<file path="src/histo_macros.svh">
`ifndef HISTO_MACROS_SVH
`define HISTO_MACROS_SVH

// width of a bin address
// 6 bits give 64 bins
`define HISTO_BIN_BITS 6

// width of a bin count
// counts stop at all ones
`define HISTO_COUNT_BITS 16

// width of a raw sample word
// the bin comes from the low HISTO_BIN_BITS bits
`define HISTO_SAMPLE_BITS 12

// samples taken per acquisition
`define HISTO_SAMPLE_NUM 256

`endif

</file>
<file path="src/histoPkg.sv">
`default_nettype none

`include "histo_macros.svh"

package histoPkg;

    typedef logic [`HISTO_BIN_BITS-1:0]    binAddr_t;   // bin index
    typedef logic [`HISTO_COUNT_BITS-1:0]  binCount_t;  // bin count
    typedef logic [`HISTO_SAMPLE_BITS-1:0] sample_t;    // raw sample word

    typedef enum logic [1:0] {
        idle,
        clear,
        acquire
    } ctrlState_t;

    // one RAM write port transaction
    typedef struct packed {
        logic      en;
        binAddr_t  addr;
        binCount_t data;
    } ramWrite_t;

    typedef struct packed {
        binAddr_t  index;
        binCount_t count;
    } binReport_t;

endpackage

`default_nettype wire

</file>
<file path="src/histoRam.sv">
`timescale 1ns/1ps
`default_nettype none

`include "histo_macros.svh"

module histoRam (
    input  logic                clk,
    input  histoPkg::ramWrite_t wr,
    input  logic                rdEn,
    input  histoPkg::binAddr_t  rdAddr,
    output histoPkg::binCount_t rdData
);

    import histoPkg::*;

    // one count per bin
    binCount_t mem [0:(1 << `HISTO_BIN_BITS) - 1];

    // write port
    always_ff @(posedge clk) begin
        if (wr.en) begin
            mem[wr.addr] <= wr.data;
        end
    end

    // read port with one cycle latency
    // a read of the address being written sees the old value
    always_ff @(posedge clk) begin
        if (rdEn) begin
            rdData <= mem[rdAddr];
        end
    end

endmodule

`default_nettype wire

</file>
<file path="src/histoCtrl.sv">
`timescale 1ns/1ps
`default_nettype none

`include "histo_macros.svh"

module histoCtrl (
    input  logic                clk,
    input  logic                res,
    input  logic                start,
    input  logic                sampleValid,
    input  histoPkg::sample_t   sample,
    input  histoPkg::binCount_t rdData,
    output histoPkg::ramWrite_t ramWr,
    output histoPkg::binAddr_t  ctrlRdAddr,
    output logic                ctrlRdEn,
    output logic                busy,
    output logic                acqDone
);

    import histoPkg::*;

    // wide enough to hold the full sample number
    typedef logic [$clog2(`HISTO_SAMPLE_NUM + 1) - 1:0] sampleCnt_t;

    ctrlState_t state;
    ctrlState_t nextState;

    binAddr_t   clrAddr;    // clear sweep address
    sampleCnt_t sampleCnt;  // samples accepted so far
    logic       acqLast;    // acquisition complete
    logic       accept;     // sample taken this cycle

    logic       s1Valid;    // sample waiting for its read data
    binAddr_t   s1Bin;      // bin of that sample
    ramWrite_t  lastWr;     // write of the previous cycle
    logic       fwdHit;
    binCount_t  baseCount;  // count before increment
    binCount_t  incCount;   // count after saturating increment

    assign acqLast = (sampleCnt == sampleCnt_t'(`HISTO_SAMPLE_NUM));
    assign accept  = (state == acquire) && sampleValid && !acqLast;

    // read goes out in the cycle the sample arrives
    assign ctrlRdEn   = accept;
    assign ctrlRdAddr = sample[`HISTO_BIN_BITS-1:0];

    assign busy = (state != idle);

    always_comb begin
        nextState = state;
        case (state)
            idle: begin
                if (start) nextState = clear;
            end
            clear: begin
                if (clrAddr == '1) nextState = acquire;  // last bin cleared
            end
            acquire: begin
                // the final write goes out in this cycle
                if (acqLast) nextState = idle;
            end
            default: nextState = idle;
        endcase
    end

    always_ff @(posedge clk or negedge res) begin
        if (!res) begin
            state <= idle;
        end else begin
            state <= nextState;
        end
    end

    always_ff @(posedge clk or negedge res) begin
        if (!res) begin
            clrAddr   <= '0;
            sampleCnt <= '0;
            acqDone   <= 1'b0;
        end else begin
            acqDone <= 1'b0;
            case (state)
                idle: begin
                    clrAddr   <= '0;  // ready for the next sweep
                    sampleCnt <= '0;
                end
                clear: begin
                    clrAddr <= clrAddr + 1'b1;
                end
                acquire: begin
                    if (accept) sampleCnt <= sampleCnt + 1'b1;
                    if (acqLast) acqDone <= 1'b1;  // lands with busy falling
                end
                default: clrAddr <= '0;
            endcase
        end
    end

    // stage 1 control and write history
    always_ff @(posedge clk or negedge res) begin
        if (!res) begin
            s1Valid <= 1'b0;
            lastWr  <= '0;
        end else begin
            s1Valid <= accept;
            lastWr  <= ramWr;
        end
    end

    always_ff @(posedge clk) begin
        if (accept) begin
            s1Bin <= ctrlRdAddr;
        end
    end

    // The RAM read for this sample happened on the same edge that stored
    // the previous write, so rdData is stale when both hit one bin.
    assign fwdHit    = lastWr.en && (lastWr.addr == s1Bin);
    assign baseCount = fwdHit ? lastWr.data : rdData;
    assign incCount  = (&baseCount) ? baseCount : baseCount + 1'b1;  // saturate

    always_comb begin
        ramWr = '0;
        if (state == clear) begin
            ramWr.en   = 1'b1;  // data stays zero
            ramWr.addr = clrAddr;
        end else if (s1Valid) begin
            ramWr.en   = 1'b1;
            ramWr.addr = s1Bin;
            ramWr.data = incCount;
        end
    end

endmodule

`default_nettype wire

</file>
<file path="src/histoReadout.sv">
`timescale 1ns/1ps
`default_nettype none

module histoReadout (
    input  logic                 clk,
    input  logic                 res,
    input  logic                 dumpStart,
    input  logic                 busy,
    input  logic                 ctrlRdEn,
    input  histoPkg::binAddr_t   ctrlRdAddr,
    input  histoPkg::binCount_t  rdData,
    output histoPkg::binAddr_t   rdAddr,
    output logic                 rdEn,
    output logic                 reportValid,
    output histoPkg::binReport_t report,
    output logic                 dumpDone
);

    import histoPkg::*;

    logic     dumping;   // sweep in progress
    binAddr_t dumpAddr;  // next bin to read
    binAddr_t repIndex;  // index of the count now on rdData

    // the dump owns the read port while it runs
    assign rdAddr = dumping ? dumpAddr : ctrlRdAddr;
    assign rdEn   = dumping ? 1'b1 : ctrlRdEn;

    always_ff @(posedge clk or negedge res) begin
        if (!res) begin
            dumping  <= 1'b0;
            dumpAddr <= '0;
        end else if (dumping) begin
            dumpAddr <= dumpAddr + 1'b1;
            if (dumpAddr == '1) dumping <= 1'b0;  // last bin read
        end else if (dumpStart && !busy) begin
            dumping  <= 1'b1;
            dumpAddr <= '0;
        end
    end

    always_ff @(posedge clk or negedge res) begin
        if (!res) begin
            reportValid <= 1'b0;
            dumpDone    <= 1'b0;
        end else begin
            reportValid <= dumping;  // follows the read latency
            dumpDone    <= reportValid && (repIndex == '1);
        end
    end

    // index travels one cycle behind its read
    always_ff @(posedge clk) begin
        if (dumping) begin
            repIndex <= dumpAddr;
        end
    end

    assign report = '{index: repIndex, count: rdData};

endmodule

`default_nettype wire

</file>
<file path="src/histoTop.sv">
`timescale 1ns/1ps
`default_nettype none

module histoTop (
    input  logic                 clk,
    input  logic                 res,
    input  logic                 start,
    input  logic                 sampleValid,
    input  logic                 dumpStart,
    input  histoPkg::sample_t    sample,
    output logic                 busy,
    output logic                 acqDone,
    output logic                 reportValid,
    output logic                 dumpDone,
    output histoPkg::binReport_t report
);

    import histoPkg::*;

    ramWrite_t ramWr;       // controller write port
    binAddr_t  ctrlRdAddr;  // controller read request
    logic      ctrlRdEn;
    binAddr_t  rdAddr;      // read port after the dump mux
    logic      rdEn;
    binCount_t rdData;

    histoCtrl histoCtrl_i (
        .clk         (clk),
        .res         (res),
        .start       (start),
        .sampleValid (sampleValid),
        .sample      (sample),
        .rdData      (rdData),
        .ramWr       (ramWr),
        .ctrlRdAddr  (ctrlRdAddr),
        .ctrlRdEn    (ctrlRdEn),
        .busy        (busy),
        .acqDone     (acqDone)
    );

    histoReadout histoReadout_i (
        .clk         (clk),
        .res         (res),
        .dumpStart   (dumpStart),
        .busy        (busy),
        .ctrlRdEn    (ctrlRdEn),
        .ctrlRdAddr  (ctrlRdAddr),
        .rdData      (rdData),
        .rdAddr      (rdAddr),
        .rdEn        (rdEn),
        .reportValid (reportValid),
        .report      (report),
        .dumpDone    (dumpDone)
    );

    histoRam histoRam_i (
        .clk    (clk),
        .wr     (ramWr),
        .rdEn   (rdEn),
        .rdAddr (rdAddr),
        .rdData (rdData)
    );

endmodule

`default_nettype wire

</file>
<file path="config.mk">
export PLATFORM = sky130hd
export DESIGN_NAME = histoTop
export DESIGN_NICKNAME = d
export VERILOG_FILES = /design/src/histoPkg.sv /design/src/histoRam.sv /design/src/histoCtrl.sv /design/src/histoReadout.sv /design/src/histoTop.sv
export VERILOG_INCLUDE_DIRS = /design/src
export SDC_FILE = /design/constraint.sdc
export NUM_CORES = 1
export LEC_CHECK = 0
export BUFFER_PORTS_ARGS = -buffer_cell sky130_fd_sc_hd__buf_2
export CAP_MARGIN = 15
export CORE_MARGIN = 5
export CORE_UTILIZATION = 40
export DETAILED_ROUTE_END_ITERATION = 8
export SLEW_MARGIN = 20
export SYNTH_ARGS = -nofsm -noshare
export SYNTH_HDL_FRONTEND = slang
export SYNTH_HIERARCHICAL = 1
export SYNTH_SLANG_ARGS = --single-unit
</file>
<file path="constraint.sdc">
create_clock -name clk -period 19 [get_ports clk]
set_input_delay 3.8 -clock clk [delete_from_list [all_inputs] [get_ports clk]]
set_output_delay 3.8 -clock clk [all_outputs]
set_load 0.02 [all_outputs]
</file>
==> results.md <==
Floorplan:
- The initial utilization of the core area, before any placement, comes to 0.4029.
- The die is approximately 340 um wide.
- The die extent in y is 341.1 um.
- The number of top-level pins is 43.
- The floorplan step defined a die boundary enclosing 116,400 um2.
- The floorplan has approximately 120 rows.
- The region available for standard cell placement spans 108,900 um2.

Worst setup path:
- The cell occurring most often along the worst timing path is sky130_fd_sc_hd__buf_12.
- The worst setup path is launched from an input port.
- Tracing the worst setup path back leads to its startpoint at sample[0].
- The worst register-to-register path begins at histoReadout_i/dumping.
- STA classifies the critical path endpoint as a flip-flop.
- The setup path with the least slack is of type input port to flip-flop.
- The biggest fanout along the worst timing path is 96.
- The signal on the critical path passes through buf_2, mux2_8, buf_12, buf_12, mux4_2, mux2i_1, a22oi_1, a31oi_1, a311oi_1.
- The cell with the biggest individual delay on the critical path is sky130_fd_sc_hd__buf_12.
- In this run the critical register-to-register path is captured at histoRam_i/rdData[3].
- In this design, the stage delay of the slowest critical-path cell is 0.66 ns.
- The worst register-to-register path has a depth of 8.
- Data arrives at the worst endpoint at ~8 ns.
- The required time at the endpoint of the critical path is between 15 and 20 ns.
- Setup slack on the worst reg-to-reg path comes out at roughly 14 ns.

Routing:
- After detailed routing, the total wire length is between 100 and 150 mm.
- In this run the remaining antenna-violating nets after routing total 0.
- The number of vias per cell is approximately 5.7.
- Detailed routing inserted a total of between 20,000 and 25,000 vias.
- For this run, design rule violations remaining after detail routing come to 0.
- The final routed wire length divided by cell count is roughly 27 um.
- The first TritonRoute pass finished after 6 iterations.
- The first routing iteration left roughly 2,400 violations.

Yosys:
- Yosys printed 6 warnings.
- The number of distinct standard cells referenced by the synthesized netlist is just over 70.
- The area of the mapped netlist is between 40,000 and 50,000 um2.
- The number of instances in the synthesized netlist is 2,193.
- The dominant combinational cell family by area after synthesis is multiplexers.
- Of the synthesized area, sequential elements account for 0.7493.
- After synthesis, the share of cell area in mux cells is 0.1470.
- The share of flip-flops with an asynchronous set or reset after synthesis is 0.04624.
- For this run, the leading register cell type out of synthesis is sky130_fd_sc_hd__edfxtp_1.
- The post-synthesis average cell area is around 20 um2.
- Of the total synthesized cell area, the portion taken by full adders, half adders and majority gates is 0.001426.
- The XOR/XNOR share of the synthesized area is 0.004393.
- The basic-gate share of the synthesized area counting and, or, nand and nor cells is 0.04205.
- The complex-gate fraction of the synthesized area is 0.03272.
- The synthesized net count is 2,215.
- Synthesis inferred between 1,000 and 1,500 register bits.
- The count of flip-flops with a built-in enable after synthesis is about 1,100.

Power and ir drop:
- The maximum vdd ir drop is 0.0001481 V.
- The power per standard cell area is roughly 150 nW/um2.
- The analysis attributes to cell leakage a power of around 17 nW.

Timing:
- Setup total negative slack on the finished layout was measured at 0 ns.
- The worst path in the final design needs a cycle of 7.533 ns, including I/O delays and setup.
- Of the available clock period, the critical path in the final layout requires 0.3965.
- The setup skew after layout is ~0.027 ns.
- Setup repair after global routing left no endpoint under its margin.
- Timing would allow up to 132.8 MHz.
- The worst-margin pin slew is approximately 1.2 ns.
- Headroom to the max-slew limit came out at 0.2304.
- The count of pins over their slew limit was 0.
- The final count of hold timing violations was 0.
- Setup violations remaining at the end of the flow were counted as 0.

GRT:
- The overflow left after global routing is 0.
- The via count of the first global-routing pass was between 20,000 and 25,000.
- The global-route wire length before repair is 150.1 mm.
- Entering global routing, the biggest net connects 112 pins.
- In the global route stage, overall resource usage came out at 0.1740.
- The initial antenna violation count is 3.

Clocking:
- TritonCTS built the clock tree.
- The clock sink total is 1,103.
- Once the clock tree was built, the setup fixing pass inserted 0 buffers.
- The number of buffers added by the clock tree synthesis step is 110.
- The clock insertion delay at the later pin of the skew report is 0.67 ns.
- The deepest clock path buffer count is 3.
- The level count of the clock H-tree is 3.
- Clock-pin slew was measured on the worst setup and hold paths at about 0.060 ns.
- Gates resized during post-CTS repair numbered 0.
- After clock tree synthesis, the flow added hold-fix buffers numbering 0.
- Clock tree synthesis selected as its root buffer the cell sky130_fd_sc_hd__clkbuf_16.

Flow run:
- The total of max-cap violations is 0.

Layout:
- The repair_antennas step left the layout with diodes totalling 0.
- In the final layout, the share of cells above drive strength 1 is 0.2456.
- From synthesis to final layout, the design area changed by 11.91%.
- In the layout the commonest cells are 1,052 x sky130_fd_sc_hd__edfxtp_1, 220 x sky130_fd_sc_hd__mux4_2, 111 x sky130_fd_sc_hd__clkbuf_16, 96 x sky130_fd_sc_hd__mux2i_1, 85 x sky130_fd_sc_hd__nand2_1.
- The library cell used most frequently in the layout, excluding fill and tap cells, is sky130_fd_sc_hd__edfxtp_1.
- The number of nets in the layout is between 2,000 and 2,500.
- The filler cell count is 9,036.
- The final cell utilization of the core is 0.4509.

Worst hold path:
- Counting instances, the worst hold path has a depth of 1.
- In this run the most critical hold path is launched from histoCtrl_i/state[1].
- The worst min-delay path endpoint is histoCtrl_i/state[0].
- In this run the worst hold path is classified as flip-flop to flip-flop.

Place:
- After legalization and detailed placement, the total HPWL measured between 50 and 60 mm.
- The final weighted congestion of routability-driven global placement is a little over 0.8.
- Port buffering added 36 buffers.

Outcome:
- The run finished with clean final reports.
==> cell type report <==
class	count	area, um2	share of cell area
repair buffers	115	810.8	0.01652
clock buffers	131	2853	0.05812
clock inverters	68	564.3	0.01150
well taps	1414	1769	0.03604
inverters	5	18.77	0.0003824
multi-input cells	944	10200	0.2079
flip-flops and latches	1103	32870	0.6696
==> per-stage QoR <==
stage	hold slack (ns)	setup slack [ns]	instance area (um2)	total power, mW	instances
final	0.5041	11.47	49090	7.128	3780
after global routing	0.5483	11.17	49090	7.426	3780
after CTS	0.5073	11.44	49090	7.198	3780
after detailed placement	0.4998	10.71	45670	5.129	3581
after global placement	0.4908	10.74	45670	5.094	3581
after floorplan	0.4694	13.06	43860	4.518	2193
==> worst max path at each step <==
| stage | slack, ns | cells past startpoint | endpoint |
|---|---|---|---|
| after floorplan | 13.06 | 13 | histoRam_i/mem[0][2] |
| after global placement | 10.74 | 9 | histoRam_i/rdData[4] |
| after detailed placement | 10.71 | 9 | histoRam_i/rdData[4] |
| after CTS | 11.44 | 9 | histoRam_i/rdData[4] |
| after global routing | 11.17 | 9 | histoRam_i/rdData[1] |
| final | 11.47 | 9 | histoRam_i/rdData[3] |
==> per-layer routing <==
| metal | GRT usage | up-vias | part of all wire |
|---|---|---|---|
| met4 | 0.04602 | 2 | 0.025 |
| met3 | 0.02989 | 160 | 0.074 |
| met5 | 0 | - | 0.00017 |
| met1 | 0.2507 | 11381 | 0.42 |
| met2 | 0.2776 | 805 | 0.48 |
| li1 | - | 9189 | - |
==> power breakdown <==
part	internal (mW)	leakage, nW	total [mW]	switching, mW
clock	1.19	1.69	2.07	0.881
sequential	2.85	11.1	2.95	0.0983
combinational	0.800	3.75	2.11	1.31
total	4.84	16.6	7.13	2.29
==> logic make-up after synthesis <==
logic type	count (synthesis)
simple gates	366
xor+xnor	22
fa+ha+maj	5
flops	1103
mux	358
compound gates	193
buf+inv	146
==> synth_stat cells, types with 12 or more instances <==
cell type | number | area share
sky130_fd_sc_hd__edfxtp_1 | 1052 | 0.72
sky130_fd_sc_hd__mux4_2 | 220 | 0.11
sky130_fd_sc_hd__nor2_1 | 99 | 0.0085
sky130_fd_sc_hd__mux2i_1 | 96 | 0.022
sky130_fd_sc_hd__nand2_1 | 85 | 0.0073
sky130_fd_sc_hd__dfrtp_1 | 51 | 0.029
sky130_fd_sc_hd__nand3_1 | 51 | 0.0058
sky130_fd_sc_hd__a22oi_1 | 40 | 0.0068
sky130_fd_sc_hd__buf_2 | 39 | 0.0045
sky130_fd_sc_hd__mux2_2 | 38 | 0.0098
sky130_fd_sc_hd__buf_4 | 37 | 0.0063
sky130_fd_sc_hd__nor2b_1 | 35 | 0.0050
sky130_fd_sc_hd__a21oi_1 | 31 | 0.0035
sky130_fd_sc_hd__clkbuf_1 | 31 | 0.0027
sky130_fd_sc_hd__nand4_1 | 31 | 0.0044
sky130_fd_sc_hd__buf_6 | 18 | 0.0046
sky130_fd_sc_hd__a221oi_1 | 16 | 0.0032
sky130_fd_sc_hd__o21ai_0 | 16 | 0.0018
sky130_fd_sc_hd__a31oi_1 | 12 | 0.0017
==> sequential cells by signal (all words and copies together), names as in the netlist <==
| signal | count |
|---|---|
| histoReadout_i/repIndex | 6 |
| histoCtrl_i/s1Valid | 1 |
| histoReadout_i/dumpDone | 1 |
| histoCtrl_i/state | 2 |
| histoReadout_i/dumpAddr | 6 |
| histoReadout_i/dumping | 1 |
| histoRam_i/rdData | 16 |
| histoCtrl_i/s1Bin | 6 |
| histoReadout_i/reportValid | 1 |
| histoRam_i/mem | 1024 |
| histoCtrl_i/clrAddr | 6 |
| histoCtrl_i/sampleCnt | 9 |
| histoCtrl_i/acqDone | 1 |
| histoCtrl_i/lastWr | 23 |
==> critical path: cells and delay by family <==
| family | cells | cell delay (ns) |
|---|---|---|
| compound gates | 3 | 0.92 |
| buf+inv | 3 | 1.29 |
| mux | 3 | 1.54 |
Power figures use the tool's default switching activity.
